===== config.mk =====
export PLATFORM = sky130hd
export DESIGN_NAME = st_mem_top
export DESIGN_NICKNAME = d
export VERILOG_FILES = /design/src/verilog/st_bus_pkg.sv /design/src/verilog/st_cfg_pkg.sv /design/src/verilog/st_mem_top.sv /design/src/verilog/sdram_port_mux.sv /design/src/verilog/ram_window.sv /design/src/verilog/upload_writer.sv /design/src/verilog/viking_detect.sv /design/src/verilog/st_cfg_decode.sv
export VERILOG_INCLUDE_DIRS = /design/src /design/src/include
export SDC_FILE = /design/constraint.sdc
export NUM_CORES = 1
export LEC_CHECK = 0
export ABC_AREA = 1
export BUFFER_PORTS_ARGS = -buffer_cell sky130_fd_sc_hd__buf_4
export CAP_MARGIN = 20
export CORE_AREA = 2 2 91 93
export CTS_BUF_LIST = sky130_fd_sc_hd__clkbuf_8
export CTS_CLUSTER_DIAMETER = 100
export CTS_CLUSTER_SIZE = 40
export DETAILED_ROUTE_END_ITERATION = 16
export DIE_AREA = 0 0 93 95
export PLACE_DENSITY = 0.67
export SLEW_MARGIN = 25
export SYNTH_ARGS = -nofsm -noshare
export SYNTH_HDL_FRONTEND = slang
export SYNTH_HIERARCHICAL = 1
export SYNTH_SLANG_ARGS = --single-unit

===== constraint.sdc =====
create_clock -name clk_32 -period 2.9 [get_ports clk_32]
set_input_delay 0.87 -clock clk_32 [delete_from_list [all_inputs] [get_ports clk_32]]
set_output_delay 0.87 -clock clk_32 [all_outputs]
set_load 0.1 [all_outputs]

===== src/include/st_mem_params.svh =====
`ifndef ST_MEM_PARAMS_SVH
`define ST_MEM_PARAMS_SVH

// bus widths, word address covers bits 23 down to 1
`define ST_ADDR_W 23
`define ST_DATA_W 16

// cpu accesses needed before the viking card counts as in use
`define VIKING_COUNT_MAX 8'd255

// viking video ram windows, address bits 23..18
`define VIKING_WIN_LO 6'b110000 // $c00000, normal st ram layout
`define VIKING_WIN_HI 6'b111010 // $e80000, steroids layout

// upload address prefixes telling the tos kind apart
`define TOS192_PREFIX 6'b111111  // bits 23..18, 192k image at $fc0000
`define TOS_STD_PREFIX 4'he      // bits 23..20, 256k+ image at $e00000

// rom remap bases, address bits 23..18
`define ROM_BASE_192 6'b111111
`define ROM_BASE_STD 6'b111000

`endif

===== src/verilog/st_bus_pkg.sv =====
`default_nettype none

`include "st_mem_params.svh"

package st_bus_pkg;

	// 68000 word address, a0 does not exist
	typedef logic [`ST_ADDR_W:1] word_addr_t;

	// one bus word
	typedef logic [`ST_DATA_W-1:0] data_t;

	// byte strobes, {uds, lds}
	typedef logic [1:0] ds_t;

	// gstmcu bus slot sequence
	typedef enum logic [1:0] {
		PRECYCLE = 2'd0, // slot before the cpu slot
		CPU      = 2'd1, // cpu owns the ram
		VIKING   = 2'd2, // shifter slot, also used by viking fetch
		OTHER    = 2'd3
	} bus_cycle_t;

endpackage

`default_nettype wire


===== src/verilog/st_cfg_pkg.sv =====
`default_nettype none

package st_cfg_pkg;

	// control word as delivered by data_io
	typedef logic [31:0] sys_ctrl_t;

	// bit positions inside the control word
	localparam int CTRL_SOFT_RESET = 0;
	localparam int CTRL_MEM_LSB    = 1; // ram size code, 3 bits
	localparam int CTRL_MEM_MSB    = 3;
	localparam int CTRL_STE        = 23;
	localparam int CTRL_MSTE       = 24;
	localparam int CTRL_VIKING_EN  = 28;

	// ram size, same coding as bits 3..1
	typedef enum logic [2:0] {
		MEM_512K = 3'd0,
		MEM_1M   = 3'd1,
		MEM_2M   = 3'd2,
		MEM_4M   = 3'd3,
		MEM_8M   = 3'd4,
		MEM_14M  = 3'd5
	} mem_size_t;

	// machine flavour
	typedef struct packed {
		logic ste;      // ste or mega ste
		logic mste;     // mega ste
		logic steroids; // both bits, ste on steroids
	} machine_mode_t;

endpackage

`default_nettype wire


===== src/verilog/st_mem_top.sv =====
`timescale 1ns/1ps
`default_nettype none

module st_mem_top
	import st_cfg_pkg::*;
	import st_bus_pkg::*;
(
	input  logic       clk_32,
	input  logic       xsint,
	input  sys_ctrl_t  system_ctrl_i,
	input  logic       mhz8_en1_i,
	input  logic       as_n_i,
	input  word_addr_t mbus_a_i,
	input  bus_cycle_t bus_cycle_i,
	input  logic       rom2_n_i,
	input  logic       dio_strobe_i,
	input  logic       dio_download_i,
	input  word_addr_t dio_addr_i,
	input  data_t      dio_data_i,
	input  logic       viking_read_i,
	input  word_addr_t viking_vaddr_i,
	input  logic       ras_n_i,
	input  word_addr_t ram_a_i,
	input  logic       ram_we_n_i,
	input  ds_t        ram_ds_i,
	input  data_t      ram_din_i,
	output word_addr_t sdram_addr_o,
	output logic       sdram_req_o,
	output logic       sdram_we_o,
	output ds_t        sdram_ds_o,
	output data_t      sdram_din_o,
	output word_addr_t rom_addr_o,
	output logic       viking_active_o,
	output logic       tos192k_o
);

	mem_size_t     mem_size;
	machine_mode_t mode;
	logic          viking_enable;
	logic          soft_reset;
	logic          data_wr;     // upload write pulse
	logic          ram_req_ok;  // chipset address inside window

	st_cfg_decode u_cfg (
		.system_ctrl_i   (system_ctrl_i),
		.mem_size_o      (mem_size),
		.mode_o          (mode),
		.viking_enable_o (viking_enable),
		.soft_reset_o    (soft_reset)
	);

	viking_detect u_viking (
		.clk_32          (clk_32),
		.xsint           (xsint),
		.soft_reset_i    (soft_reset),
		.mhz8_en1_i      (mhz8_en1_i),
		.as_n_i          (as_n_i),
		.mbus_a_i        (mbus_a_i),
		.viking_enable_i (viking_enable),
		.steroids_i      (mode.steroids),
		.viking_active_o (viking_active_o)
	);

	upload_writer u_upload (
		.clk_32         (clk_32),
		.xsint          (xsint),
		.bus_cycle_i    (bus_cycle_i),
		.mhz8_en1_i     (mhz8_en1_i),
		.dio_strobe_i   (dio_strobe_i),
		.dio_download_i (dio_download_i),
		.dio_addr_i     (dio_addr_i),
		.data_wr_o      (data_wr),
		.tos192k_o      (tos192k_o)
	);

	ram_window u_window (
		.ram_a_i         (ram_a_i),
		.mem_size_i      (mem_size),
		.viking_enable_i (viking_enable),
		.steroids_i      (mode.steroids),
		.mbus_a_i        (mbus_a_i),
		.rom2_n_i        (rom2_n_i),
		.tos192k_i       (tos192k_o),
		.ram_en_o        (ram_req_ok),
		.rom_addr_o      (rom_addr_o)
	);

	sdram_port_mux u_mux (
		.clk_32          (clk_32),
		.xsint           (xsint),
		.bus_cycle_i     (bus_cycle_i),
		.dio_download_i  (dio_download_i),
		.data_wr_i       (data_wr),
		.dio_addr_i      (dio_addr_i),
		.dio_data_i      (dio_data_i),
		.viking_active_i (viking_active_o),
		.viking_read_i   (viking_read_i),
		.viking_vaddr_i  (viking_vaddr_i),
		.ras_n_i         (ras_n_i),
		.ram_a_i         (ram_a_i),
		.ram_en_i        (ram_req_ok),
		.ram_we_n_i      (ram_we_n_i),
		.ram_ds_i        (ram_ds_i),
		.ram_din_i       (ram_din_i),
		.sdram_addr_o    (sdram_addr_o),
		.sdram_req_o     (sdram_req_o),
		.sdram_we_o      (sdram_we_o),
		.sdram_ds_o      (sdram_ds_o),
		.sdram_din_o     (sdram_din_o)
	);

endmodule

`default_nettype wire


===== src/verilog/sdram_port_mux.sv =====
`timescale 1ns/1ps
`default_nettype none

module sdram_port_mux
	import st_bus_pkg::*;
(
	input  logic       clk_32,
	input  logic       xsint,
	input  bus_cycle_t bus_cycle_i,
	input  logic       dio_download_i,
	input  logic       data_wr_i,      // upload write pulse
	input  word_addr_t dio_addr_i,
	input  data_t      dio_data_i,
	input  logic       viking_active_i,
	input  logic       viking_read_i,
	input  word_addr_t viking_vaddr_i,
	input  logic       ras_n_i,        // ras0_n & ras1_n from mcu
	input  word_addr_t ram_a_i,
	input  logic       ram_en_i,       // address inside the window
	input  logic       ram_we_n_i,
	input  ds_t        ram_ds_i,
	input  data_t      ram_din_i,
	output word_addr_t sdram_addr_o,
	output logic       sdram_req_o,
	output logic       sdram_we_o,
	output ds_t        sdram_ds_o,
	output data_t      sdram_din_o
);

	logic ras_n_d;     // ras one clock back
	logic ram_req;     // chipset access start
	logic upload_sel;
	logic viking_sel;

	always_ff @(posedge clk_32 or negedge xsint) begin
		if (!xsint)
			ras_n_d <= 1'b1; // idle high, no edge out of reset
		else
			ras_n_d <= ras_n_i;
	end

	// falling ras, address 0 is never a real access
	assign ram_req = ras_n_d & ~ras_n_i & (|ram_a_i);

	// upload steals the cpu slot while downloading
	assign upload_sel = (bus_cycle_i == CPU) & dio_download_i;
	// viking fetch shares the shifter slot
	assign viking_sel = (bus_cycle_i == VIKING) & viking_active_i & viking_read_i;

	always_comb begin
		if (upload_sel) begin
			sdram_addr_o = dio_addr_i;
			sdram_req_o  = data_wr_i;
			sdram_we_o   = 1'b1;
			sdram_ds_o   = 2'b11;      // full words only
		end else if (viking_sel) begin
			sdram_addr_o = viking_vaddr_i;
			sdram_req_o  = 1'b1;
			sdram_we_o   = 1'b0;       // video fetch is read only
			sdram_ds_o   = ram_ds_i;
		end else begin
			sdram_addr_o = ram_a_i;
			sdram_req_o  = ram_req & ram_en_i;
			sdram_we_o   = ~ram_we_n_i;
			sdram_ds_o   = ram_ds_i;
		end
	end

	// cpu is held during download, so data can follow download alone
	assign sdram_din_o = dio_download_i ? dio_data_i : ram_din_i;

endmodule

`default_nettype wire


===== src/verilog/ram_window.sv =====
`timescale 1ns/1ps
`default_nettype none

`include "st_mem_params.svh"

module ram_window
	import st_cfg_pkg::*;
	import st_bus_pkg::*;
(
	input  word_addr_t ram_a_i,         // chipset ram address
	input  mem_size_t  mem_size_i,
	input  logic       viking_enable_i,
	input  logic       steroids_i,
	input  word_addr_t mbus_a_i,        // cpu/blitter address
	input  logic       rom2_n_i,        // tos rom select
	input  logic       tos192k_i,
	output logic       ram_en_o,
	output word_addr_t rom_addr_o
);

	localparam logic [5:0] WIN_LO   = `VIKING_WIN_LO;
	localparam logic [5:0] WIN_HI   = `VIKING_WIN_HI;
	localparam logic [5:0] BASE_192 = `ROM_BASE_192;
	localparam logic [5:0] BASE_STD = `ROM_BASE_STD;

	logic       size_ok;    // below configured st ram top
	logic       viking_ok;  // inside video ram window
	logic [5:0] rom_base;

	always_comb begin
		case (mem_size_i)
			MEM_1M:  size_ok = (ram_a_i[23:20] == 4'b0000);
			MEM_2M:  size_ok = (ram_a_i[23:21] == 3'b000);
			MEM_4M:  size_ok = (ram_a_i[23:22] == 2'b00);
			MEM_8M:  size_ok = ~ram_a_i[23];
			MEM_14M: size_ok = ~(ram_a_i[23] & ram_a_i[22] & ram_a_i[21]); // up to $dfffff
			default: size_ok = (ram_a_i[23:19] == 5'b00000); // 512k
		endcase
	end

	// $c00000 is 256k, $e80000 block spans 512k
	assign viking_ok = viking_enable_i & (steroids_i ?
		(ram_a_i[23:19] == WIN_HI[5:1]) :
		(ram_a_i[23:18] == WIN_LO));

	assign ram_en_o = size_ok | viking_ok;

	// 192k tos lives at $fc0000, newer ones at $e00000
	assign rom_base = tos192k_i ? BASE_192 : BASE_STD;

	// low 17 bits index inside the image
	assign rom_addr_o = !rom2_n_i ? {rom_base, mbus_a_i[17:1]} : mbus_a_i;

endmodule

`default_nettype wire


===== src/verilog/upload_writer.sv =====
`timescale 1ns/1ps
`default_nettype none

`include "st_mem_params.svh"

module upload_writer
	import st_bus_pkg::*;
(
	input  logic       clk_32,
	input  logic       xsint,
	input  bus_cycle_t bus_cycle_i,
	input  logic       mhz8_en1_i,
	input  logic       dio_strobe_i,   // toggles once per uploaded word
	input  logic       dio_download_i,
	input  word_addr_t dio_addr_i,
	output logic       data_wr_o,      // one cycle, lands in the cpu slot
	output logic       tos192k_o
);

	localparam logic [5:0] TOS192 = `TOS192_PREFIX;
	localparam logic [3:0] TOS_STD = `TOS_STD_PREFIX;

	logic strobe_d;   // last sampled strobe level
	logic sample_en;

	// sample right before the cpu slot so the write falls into it
	assign sample_en = (bus_cycle_i == PRECYCLE) & mhz8_en1_i;

	always_ff @(posedge clk_32 or negedge xsint) begin
		if (!xsint) begin
			strobe_d  <= 1'b0;
			data_wr_o <= 1'b0;
		end else begin
			data_wr_o <= 1'b0; // pulse
			if (sample_en) begin
				strobe_d <= dio_strobe_i;
				if (dio_strobe_i ^ strobe_d)
					data_wr_o <= 1'b1; // level change is one word
			end
		end
	end

	// tos kind follows the upload target
	always_ff @(posedge clk_32 or negedge xsint) begin
		if (!xsint)
			tos192k_o <= 1'b0;
		else if (dio_download_i) begin
			if (dio_addr_i[23:18] == TOS192)
				tos192k_o <= 1'b1;     // $fc0000 image
			else if (dio_addr_i[23:20] == TOS_STD)
				tos192k_o <= 1'b0;     // $e00000 image
		end
	end

endmodule

`default_nettype wire


===== src/verilog/viking_detect.sv =====
`timescale 1ns/1ps
`default_nettype none

`include "st_mem_params.svh"

module viking_detect
	import st_bus_pkg::*;
(
	input  logic       clk_32,
	input  logic       xsint,
	input  logic       soft_reset_i,
	input  logic       mhz8_en1_i,      // 8 MHz bus enable
	input  logic       as_n_i,
	input  word_addr_t mbus_a_i,
	input  logic       viking_enable_i,
	input  logic       steroids_i,
	output logic       viking_active_o
);

	localparam logic [5:0] WIN_LO  = `VIKING_WIN_LO;
	localparam logic [5:0] WIN_HI  = `VIKING_WIN_HI;
	localparam logic [7:0] CNT_MAX = `VIKING_COUNT_MAX;

	logic [7:0] viking_in_use; // saturating access count
	logic [5:0] win_prefix;
	logic       in_window;
	logic       count_en;

	// window moves with steroids
	assign win_prefix = steroids_i ? WIN_HI : WIN_LO;
	assign in_window  = (mbus_a_i[23:18] == win_prefix);

	// one count per cpu bus cycle into the window
	assign count_en = mhz8_en1_i & ~as_n_i & viking_enable_i & in_window &
		(viking_in_use != CNT_MAX);

	// a tos probe touches the area only a few times, the driver
	// hammers it, so only a full count switches video over
	always_ff @(posedge clk_32 or negedge xsint) begin
		if (!xsint) begin
			viking_in_use   <= 8'h00;
			viking_active_o <= 1'b0;
		end else if (soft_reset_i) begin // control word reset bit
			viking_in_use   <= 8'h00;
			viking_active_o <= 1'b0;
		end else begin
			if (count_en)
				viking_in_use <= viking_in_use + 8'd1;
			viking_active_o <= (viking_in_use == CNT_MAX); // sticks, counter saturates
		end
	end

endmodule

`default_nettype wire


===== src/verilog/st_cfg_decode.sv =====
`timescale 1ns/1ps
`default_nettype none

module st_cfg_decode
	import st_cfg_pkg::*;
(
	input  sys_ctrl_t     system_ctrl_i,
	output mem_size_t     mem_size_o,
	output machine_mode_t mode_o,
	output logic          viking_enable_o,
	output logic          soft_reset_o
);

	logic [2:0] size_code; // raw field
	logic       viking_mem_ok;

	assign size_code = system_ctrl_i[CTRL_MEM_MSB:CTRL_MEM_LSB];

	// ste set by either bit, steroids needs both
	assign mode_o.ste      = system_ctrl_i[CTRL_STE] | system_ctrl_i[CTRL_MSTE];
	assign mode_o.mste     = system_ctrl_i[CTRL_MSTE];
	assign mode_o.steroids = system_ctrl_i[CTRL_STE] & system_ctrl_i[CTRL_MSTE];

	assign soft_reset_o = system_ctrl_i[CTRL_SOFT_RESET];

	always_comb begin
		case (size_code)
			3'd1:    mem_size_o = MEM_1M;
			3'd2:    mem_size_o = MEM_2M;
			3'd3:    mem_size_o = MEM_4M;
			3'd4:    mem_size_o = MEM_8M;
			3'd5:    mem_size_o = MEM_14M;
			default: mem_size_o = MEM_512K; // codes 6,7 fall back to 512k
		endcase
	end

	// viking ram at $c00000 collides with more than 8mb
	assign viking_mem_ok = (mem_size_o != MEM_14M);

	// steroids moves the card to $e80000, always allowed there
	assign viking_enable_o = (system_ctrl_i[CTRL_VIKING_EN] & viking_mem_ok) |
		mode_o.steroids;

endmodule

`default_nettype wire


==> run metrics, run 1 <==
status finished with violations; failing checks negative setup slack; Initial DRC Count between 60 and 70; Max Buffers Root-to-Sink 2; Max Fclk 334 MHz; n_diodes 0; Die W 93 um; VDD IR max 0.000228 V; worst-path fanout max 4; Slew Limit Headroom between 80% and 90%; crit path kind in -> out; DR WL/cell 12.8 um; Final Critical Period 2.99 ns; DRT Pass-1 Iters 4; Placement Rows 33; Buffers on Ports around 180; Total Wirelength roughly 8400 um; minimum hold slack between 0.4 and 0.5 ns; core footprint just under 8000 sq um; design area 4550 sq um; power per cell area just under 300 nW/um^2; htree depth 1; die area roughly 9000 sq um; CP Data Arrival Time 2.12 ns; largest net degree at the start of global routing 19; Startpoint Class input port; fin worst setup slack -0.0928 ns; RD Place Congestion 0.769; met3 wire len between 500 and 600 um; layout cells sized above 1 57.7%; first-pass GRT wire length roughly 12000 um; total CTS buffers 3; # clock sinks 13; Place WS -0.198 ns; Clock Skew about 0.0070 ns; Met1 Wirelength 3360 um; DR WL met2 ~4400 um; Tightest Pin Transition around 0.28 ns; max-slew violations 0; DR vias about 2900; Placed Cells 650; Worst setup EP type primary output; DRC 0; final setup fails 1; IO Pins about 240; RSZ-0062 raised after global routing true; Final Core Density between 50% and 60%; syn nets 546; clk slew on worst S/H paths roughly 0.06 ns; worst-skew pair later-pin latency about 0.24 ns; Fin. Hold Viols 0; vias in the first global route between 2000 and 3000; total track usage between 10% and 20%; max-cap viol count 0; vias per std cell around 4.5; starting density of the core between 20% and 30%; mapped cell area ~2000 sq um; DP Wirelength ~6500 um; Synth-to-Final Area Change 128%; Post-DRT Antenna Nets 0; synth warn 6; CP required between 2 and 2.5 ns; Pleak around 0.0023 uW; placed cell areas roughly 4000 sq um; # hold bufs at CTS 0; Avg Inst Size Synth roughly 5.3 sq um; Overflow after GRT 0; fin nets 725; post-synthesis cell count between 300 and 400; Layout Cells excl Fill between 600 and 700; Final period util 103%; flop2flop setup slack 1.43 ns; Hold Crit Class in -> async; CTS tree yes; clock root cell clkbuf_8; antenna violations before repair 0; height of the die 95 um; uppermost layer routed met4
==> what timing repair did <==
item | 4_1_cts | 5_1_grt
pin swaps | 14 | 11
gates resized for setup | 51 | 71
setup endpoints to repair | 23 | 24
gates cloned | 0 | 0
buffers inserted | 0 | 4
==> cell usage in the layout, fill, tap and decap left out, types with 4 or more instances in the layout <==
cell type,count
dfrtp_1,11
a31oi_4,23
buf_12,32
or2_2,5
nand2_1,115
nand2_2,40
nand3_1,17
nand2_4,16
inv_2,7
buf_6,5
nor2_2,4
nor2_1,61
inv_1,20
buf_4,167
==> where the power goes <==
part	switching (uW)	internal, uW
clock network	63.4	93.3
logic	601	351
registers	10.9	193
==> layer usage <==
metal | track usage [%] | up-vias
met3 | 2.55 | 6
li1 | - | 1513
met5 | 0 | -
met2 | 29.5 | 114
met4 | 2.94 | 0
met1 | 20.9 | 1309
==> worst max-delay path: stages <==
cell	delay, ns
buf_8	0.11
a21boi_4	0.16
inv_2	0.05
a21oi_2	0.13
nand3b_1	0.10
nand3_2	0.08
and3b_1	0.18
nand2_2	0.07
a21oi_4	0.17
buf_12	0.19
==> worst paths after layout <==
kind,startpoint,endpoint,cells past startpoint
worst max-delay path,system_ctrl_i[3],sdram_req_o,10
worst min-delay path,xsint,u_upload/strobe_d,1
worst max register to register,u_viking/viking_in_use[0],u_viking/viking_in_use[1],8
worst min register to register,u_upload/strobe_d,u_upload/strobe_d,2
max in group asynchronous,xsint,u_mux/ras_n_d,1
min in group clk_32,u_upload/strobe_d,u_upload/strobe_d,2
==> per-stage QoR <==
step / power (uW) / setup TNS [ns]
floorplan: 894 / -1.20
global placement: 1050 / -1.42
detailed placement: 1060 / -1.89
CTS: 1270 / -0.0673
global route: 1380 / -0.415
finish: 1310 / -0.0928
==> layout make-up <==
class / instances / area (sq um)
multi-input combinational: 302 / 1950
inverter: 29 / 126
tap: 105 / 131
clock inverter: 1 / 3.75
sequential: 13 / 328
fill: 694 / 3380
clock buffer: 3 / 41.3
timing repair buffer: 205 / 1970
==> state kept, by name (all words and copies together), names as in the netlist <==
name / cells
u_mux/ras_n_d: 1
u_viking/viking_active_o: 1
u_viking/viking_in_use: 8
u_upload/data_wr_o: 1
u_upload/tos192k_o: 1
u_upload/strobe_d: 1
(Power assumes the default switching activity.)
==> inputs of run 2 (changes only) <==
--- a/config.mk
+++ b/config.mk
@@ -16,6 +16,7 @@
 export DETAILED_ROUTE_END_ITERATION = 16
 export DIE_AREA = 0 0 93 95
 export PLACE_DENSITY = 0.67
+export SKIP_LAST_GASP = 1
 export SLEW_MARGIN = 25
 export SYNTH_ARGS = -nofsm -noshare
 export SYNTH_HDL_FRONTEND = slang
==> run 2 against run 1 <==
  * Routed wire length is 0.74% lower
  * Clock-buffer cell count is the same
  * Largest power group unchanged
  * Clock power is essentially flat
  * Sequential power is essentially flat
  * Via count decreased by 0.17%
  * Global-route usage shrank 0.050 points
  * Clock skew about the same
  * The run still ends with negative setup slack left
  * Power shrank 0.21%
  * Largest cell class unchanged
  * Final area shrank 0.33%
  * Cell count increased by 0.15%
  * Fmax barely moved
  * Critical path depth unchanged
==> run metrics, run 2 (synthesis results as in run 1) <==
Fin Setup TNS -0.0948 ns (-0.00192 ns); IO Pins 238 (unchanged); Die W 93 um (unchanged); power per cell area 289 nW/um^2 (+0.12%); layout cells sized above 1 56.7% (-1.0 points); worst-skew pair later-pin latency 0.24 ns (about the same); die area 8840 sq um (unchanged); Comb power frac 72.5% (about the same); final setup fails 1 (unchanged); htree depth 1 (unchanged); most common library cell in the layout ignoring fill and taps buf_4; Int Power 636 uW (-0.17%); Sequential Power Share 15.6% (about the same); Place WS -0.198 ns (unchanged); Max Buffers Root-to-Sink 2 (unchanged); # hold bufs at CTS 0 (unchanged); minimum hold slack 0.454 ns (-0.000277 ns); Total Power 1310 uW (-0.21%); DP Wirelength 6540 um (unchanged); VDD IR max 0.000227 V (-0.18%); failing checks negative setup slack; fin nets 726 (+0.14%); multi-input logic area 1920 sq um (-1.5%); RD Place Congestion 0.769 (unchanged); largest register by flop count u_viking/viking_in_use; starting density of the core 25.2% (unchanged); Worst setup EP type primary output; max-slew violations 0 (unchanged); clk slew on worst S/H paths 0.06 ns (about the same); total CTS buffers 3 (unchanged); fin worst setup slack -0.0948 ns (-0.00192 ns); Net Switching 674 uW (-0.25%); RSZ-0062 raised after global routing true; status finished with violations; Clock Skew 0.00706 ns (+0.0000587 ns); Post-DRT Antenna Nets 0 (unchanged); clock root cell clkbuf_8; DRT Pass-1 Iters 4 (unchanged); fill count 698 (+0.58%); CTS tree yes; Sw Ratio 51.5% (about the same); antenna violations before repair 0 (unchanged); Overflow after GRT 0 (unchanged); Buffers on Ports 178 (unchanged); CP required 2.03 ns (about the same); DR WL/cell 12.7 um (-0.89%); height of the die 95 um (unchanged); Sequential cell area 328 sq um (unchanged); Initial DRC Count 51 (-18%); largest net degree at the start of global routing 19 (unchanged); Placement Rows 33 (unchanged); Slew Limit Headroom 80.9% (about the same); vias per std cell 4.46 (-0.32%); CP Data Arrival Time 2.12 ns (about the same); vias in the first global route 2665 (-0.038%); Startpoint Class input port; power share of the clock group 12.0% (about the same); Tightest Pin Transition 0.289 ns (+0.00458 ns); Total Wirelength 8340 um (-0.74%); # clock sinks 13 (unchanged); total track usage 16.3% (-0.050 points); max reg flops 8 (unchanged); Max Fclk 334 MHz (about the same); max-cap viol count 0 (unchanged); crit path kind in -> out; n_diodes 0 (unchanged); DRC 0 (unchanged); Pleak 0.00231 uW (+0.15%); Hold Crit Class in -> async; Synth-to-Final Area Change 127%; Final Critical Period 2.99 ns (+0.00192 ns); Fin. Hold Viols 0 (unchanged); first-pass GRT wire length 11900 um (-0.34%); highest-count cells in the layout ignoring fill and taps buf_4, nand2_1, nor2_1; DR vias 2937 (-0.17%); worst-path fanout max 4 (unchanged); Final period util 103% (about the same); core footprint 7930 sq um (unchanged)
==> run 2: worst paths after layout <==
check                           depth (start not counted)                      start  slack, ns                        end
worst max-delay path                                   10           system_ctrl_i[3]      -0.09                sdram_req_o
worst max register to register                          8  u_viking/viking_in_use[0]       1.44  u_viking/viking_in_use[1]
worst min register to register                          2          u_upload/strobe_d       0.50          u_upload/strobe_d
min in group clk_32                                     2          u_upload/strobe_d       0.50          u_upload/strobe_d
worst min-delay path                                    1                      xsint       0.45          u_upload/strobe_d
max in group asynchronous                               1                      xsint       2.20              u_mux/ras_n_d
==> run 2: power by group through the flow <==
stage	combinational, uW	clock, uW	sequential [uW]
final	949	157	204
after global routing	994	177	205
after CTS	895	162	204
after detailed placement	856	0	207
after global placement	849	0	206
after floorplan	675	0	219
==> run 2: worst max-delay path, cell delays in order <==
cell and delay, ns:
buf_8 0.11, a21boi_4 0.16, inv_2 0.05, a21oi_2 0.13
nand3b_1 0.10, nand3_2 0.08, and3b_1 0.18, nand2_2 0.07
a21oi_4 0.17, buf_12 0.19
==> run 2: cell type report <==
class / count / area share, %
tap: 105 / 2.90
clock buffer: 3 / 0.911
timing repair buffer: 206 / 43.7
clock inverter: 1 / 0.0828
sequential: 13 / 7.23
multi-input combinational: 302 / 42.4
inverter: 29 / 2.79
==> run 2: routing by layer <==
layer | GRT usage (%) | part of all wire [%]
met3 | 2.55 | 6.6
met4 | 2.94 | 0.71
met2 | 29.5 | 53
met1 | 20.8 | 39
met5 | 0 | 0
==> run 2: repair_timing <==
item | 4_1_cts | 5_1_grt
setup endpoints to repair | 23 | 24
pin swaps | 14 | 13
gates resized for setup | 45 | 70
buffers inserted | 0 | 5
==> run 2: stage by stage <==
stage	std cells	instance area (sq um)	utilization, %
finish	659	4530	57.2
floorplan	375	2510	-
detailed placement	650	4010	50.6
global route	659	4530	57.2
global placement	650	4010	50.6
CTS	654	4220	53.2
==> inputs of run 3 (changes only) <==
--- a/config.mk
+++ b/config.mk
@@ -16,6 +16,7 @@
 export DETAILED_ROUTE_END_ITERATION = 16
 export DIE_AREA = 0 0 93 95
 export PLACE_DENSITY = 0.67
+export RECOVER_POWER = 100
 export SKIP_LAST_GASP = 1
 export SLEW_MARGIN = 25
 export SYNTH_ARGS = -nofsm -noshare
==> constraint.sdc (replaced) <==
create_clock -name clk_32 -period 2.9 [get_ports clk_32]
set_input_delay 0.87 -clock clk_32 [delete_from_list [all_inputs] [get_ports clk_32]]
set_output_delay 0.87 -clock clk_32 [all_outputs]
set_load 0.02 [all_outputs]
==> run 3 against run 2 <==
  * The run now ends clean
  * Via count decreased by 1.1%
  * Clock power is essentially flat
  * Critical path type unchanged
  * Non-clock buffer count fell by 20
  * Worst setup slack better by 0.12 ns
  * Global-route usage increased by 1.9 points
  * Hold slack better by 0.038 ns
  * Combinational power is 55% lower
  * Critical endpoint unchanged
==> run metrics, run 3 (synthesis results as in run 1) <==
largest register by flop count u_viking/viking_in_use; DRC 0 (unchanged); power per cell area 243 nW/um^2 (-16%); clk slew on worst S/H paths 0.05 ns (about the same); Net Switching 302 uW (-55%); worst-skew pair later-pin latency 0.24 ns (about the same); antenna violations before repair 0 (unchanged); Sequential cell area 327 sq um (-0.38%); power share of the clock group 20.2% (+8.2 points); Final Core Density 40.8% (-16 points); Pleak 0.00179 uW (-23%); starting density of the core 25.2% (unchanged); final setup fails 0 (-1); DP Wirelength 7430 um (+14%); Placed Cells 634 (-2.5%); max-slew violations 0 (unchanged); Total Power 786 uW (-40%); Overflow after GRT 0 (unchanged); Hold Crit Class reg -> reg; Place WS -0.0740 ns (+0.124 ns); Tightest Pin Transition 0.734 ns (+0.444 ns); fill count 893 (+28%); htree depth 1 (unchanged); total CTS buffers 3 (unchanged); status finished clean; fin nets 706 (-2.8%); Sw Ratio 38.5% (-13 points); RSZ-0062 raised after global routing true; total track usage 18.2% (+1.9 points); Initial DRC Count 155 (+200%); crit path kind in -> out; Layout Cells excl Fill 639 (-3.0%); # clock sinks 13 (unchanged); Worst setup EP type primary output; worst-path fanout max 3 (-1); Buffers on Ports 178 (unchanged); Die W 93 um (unchanged); CP required 2.03 ns (about the same); Comb power frac 53.9% (-19 points); layout cells sized above 1 36.0% (-21 points); most common library cell in the layout ignoring fill and taps nand2_1; most common cell type on the critical path nand2_1; max-cap viol count 0 (unchanged); Placement Rows 33 (unchanged); Synth-to-Final Area Change 62.1%; Int Power 484 uW (-24%); Post-DRT Antenna Nets 0 (unchanged); VDD IR max 0.000244 V (+7.2%); Total Wirelength 8770 um (+5.2%); Fin. Hold Viols 0 (unchanged); Startpoint Class input port; max reg flops 8 (unchanged); Slew Limit Headroom 51.1% (-30 points); DRT Pass-1 Iters 4 (unchanged); CP Data Arrival Time 2.01 ns (-0.11 ns); multi-input logic area 1350 sq um (-30%); critical path, cell by cell buf_6, inv_2, nor2_4, inv_1, nand2_1, nand3_1, nand2_1, nand2_1, nand3_2, and3b_1, nand2_1, a21oi_2, buf_6; Met1 Wirelength 3940 um (+20%); vias in the first global route 2559 (-4.0%); n_diodes 0 (unchanged); vias per std cell 4.55 (+2.0%); DR WL met2 4070 um (-8.3%); fin worst setup slack 0.0209 ns (+0.116 ns); IO Pins 238 (unchanged); first-pass GRT wire length 12700 um (+6.9%); Final Critical Period 2.88 ns (-0.116 ns); CP max stage cell and3b_1; RD Place Congestion 0.910 (+18%); Final period util 99.3% (-4.0 points); core footprint 7930 sq um (unchanged); Sequential Power Share 25.9% (+10 points); die area 8840 sq um (unchanged); DR WL/cell 13.7 um (+8.5%); Crit path largest cell delay 0.17 ns (-0.02 ns); Max Buffers Root-to-Sink 2 (unchanged); DR vias 2905 (-1.1%); highest-count cells in the layout ignoring fill and taps nand2_1, buf_4, nor2_1; clock root cell clkbuf_8; Clock Skew 0.000853 ns (-0.00621 ns); CTS tree yes; largest net degree at the start of global routing 31 (+12); met3 wire len 659 um (+20%); height of the die 95 um (unchanged); uppermost layer routed met4; Max Fclk 347 MHz (+4.0%)
[run 3: final timing paths]
check / from / endpoint / slack [ns] / depth (start not counted)
worst min-delay path: u_upload/strobe_d / u_upload/strobe_d / 0.49 / 2
worst max register to register: u_viking/viking_in_use[0] / u_viking/viking_in_use[6] / 1.03 / 8
min in group asynchronous: xsint / u_viking/viking_in_use[1] / 0.66 / 1
worst max-delay path: system_ctrl_i[2] / sdram_req_o / 0.02 / 13
worst min register to register: u_upload/strobe_d / u_upload/strobe_d / 0.49 / 2
max in group asynchronous: xsint / u_viking/viking_in_use[7] / 1.78 / 1
[run 3: per-stage QoR]
| step | setup TNS (ns) | area [sq um] | hold WS [ns] |
|---|---|---|---|
| 3_5_place_dp | -0.0740 | 3310 | 0.485 |
| 6_report | 0 | 3240 | 0.491 |
| 4_1_cts | 0 | 3370 | 0.467 |
| 3_3_place_gp | -0.0637 | 3310 | 0.474 |
| 5_1_grt | -0.0464 | 3240 | 0.550 |
| 2_1_floorplan | 0 | 2000 | 0.462 |
[run 3: power by group through the flow]
stage | clock network [uW] | logic (uW) | registers [uW]
finish | 159 | 424 | 204
global route | 180 | 459 | 205
CTS | 165 | 455 | 204
detailed placement | 0 | 451 | 207
global placement | 0 | 445 | 206
floorplan | 0 | 221 | 206
[run 3: layout make-up]
cell class / instances / area share [%]
Multi-Input combinational cell: 302 / 41.8
Clock buffer: 3 / 1.28
Clock inverter: 1 / 0.116
Tap cell: 105 / 4.06
Sequential cell: 13 / 10.1
Timing Repair Buffer: 186 / 39.1
Inverter: 29 / 3.52
[run 3: worst max-delay path: cells and delay by family]
kind	cells	cell delay, ns
and+or+nand+nor	8	0.69
AOI/OAI and AO/OA	1	0.13
buffers and inverters	4	0.33
[run 3: metal layers]
metal  vias to the layer above  global-route usage [%]
li1                       1464                       -
met1                      1301                    26.1
met4                         0                    2.21
met2                       128                    29.5
met3                        12                    3.19
met5                         -                       0
[run 3: timing repair]
| action | in CTS | in global routing |
|---|---|---|
| pin swaps | 5 | 14 |
| resized for setup | 5 | 15 |
| endpoints found under the setup margin | 1 | 2 |
| buffers inserted | 1 | 0 |
| hold buffers | 0 | 0 |
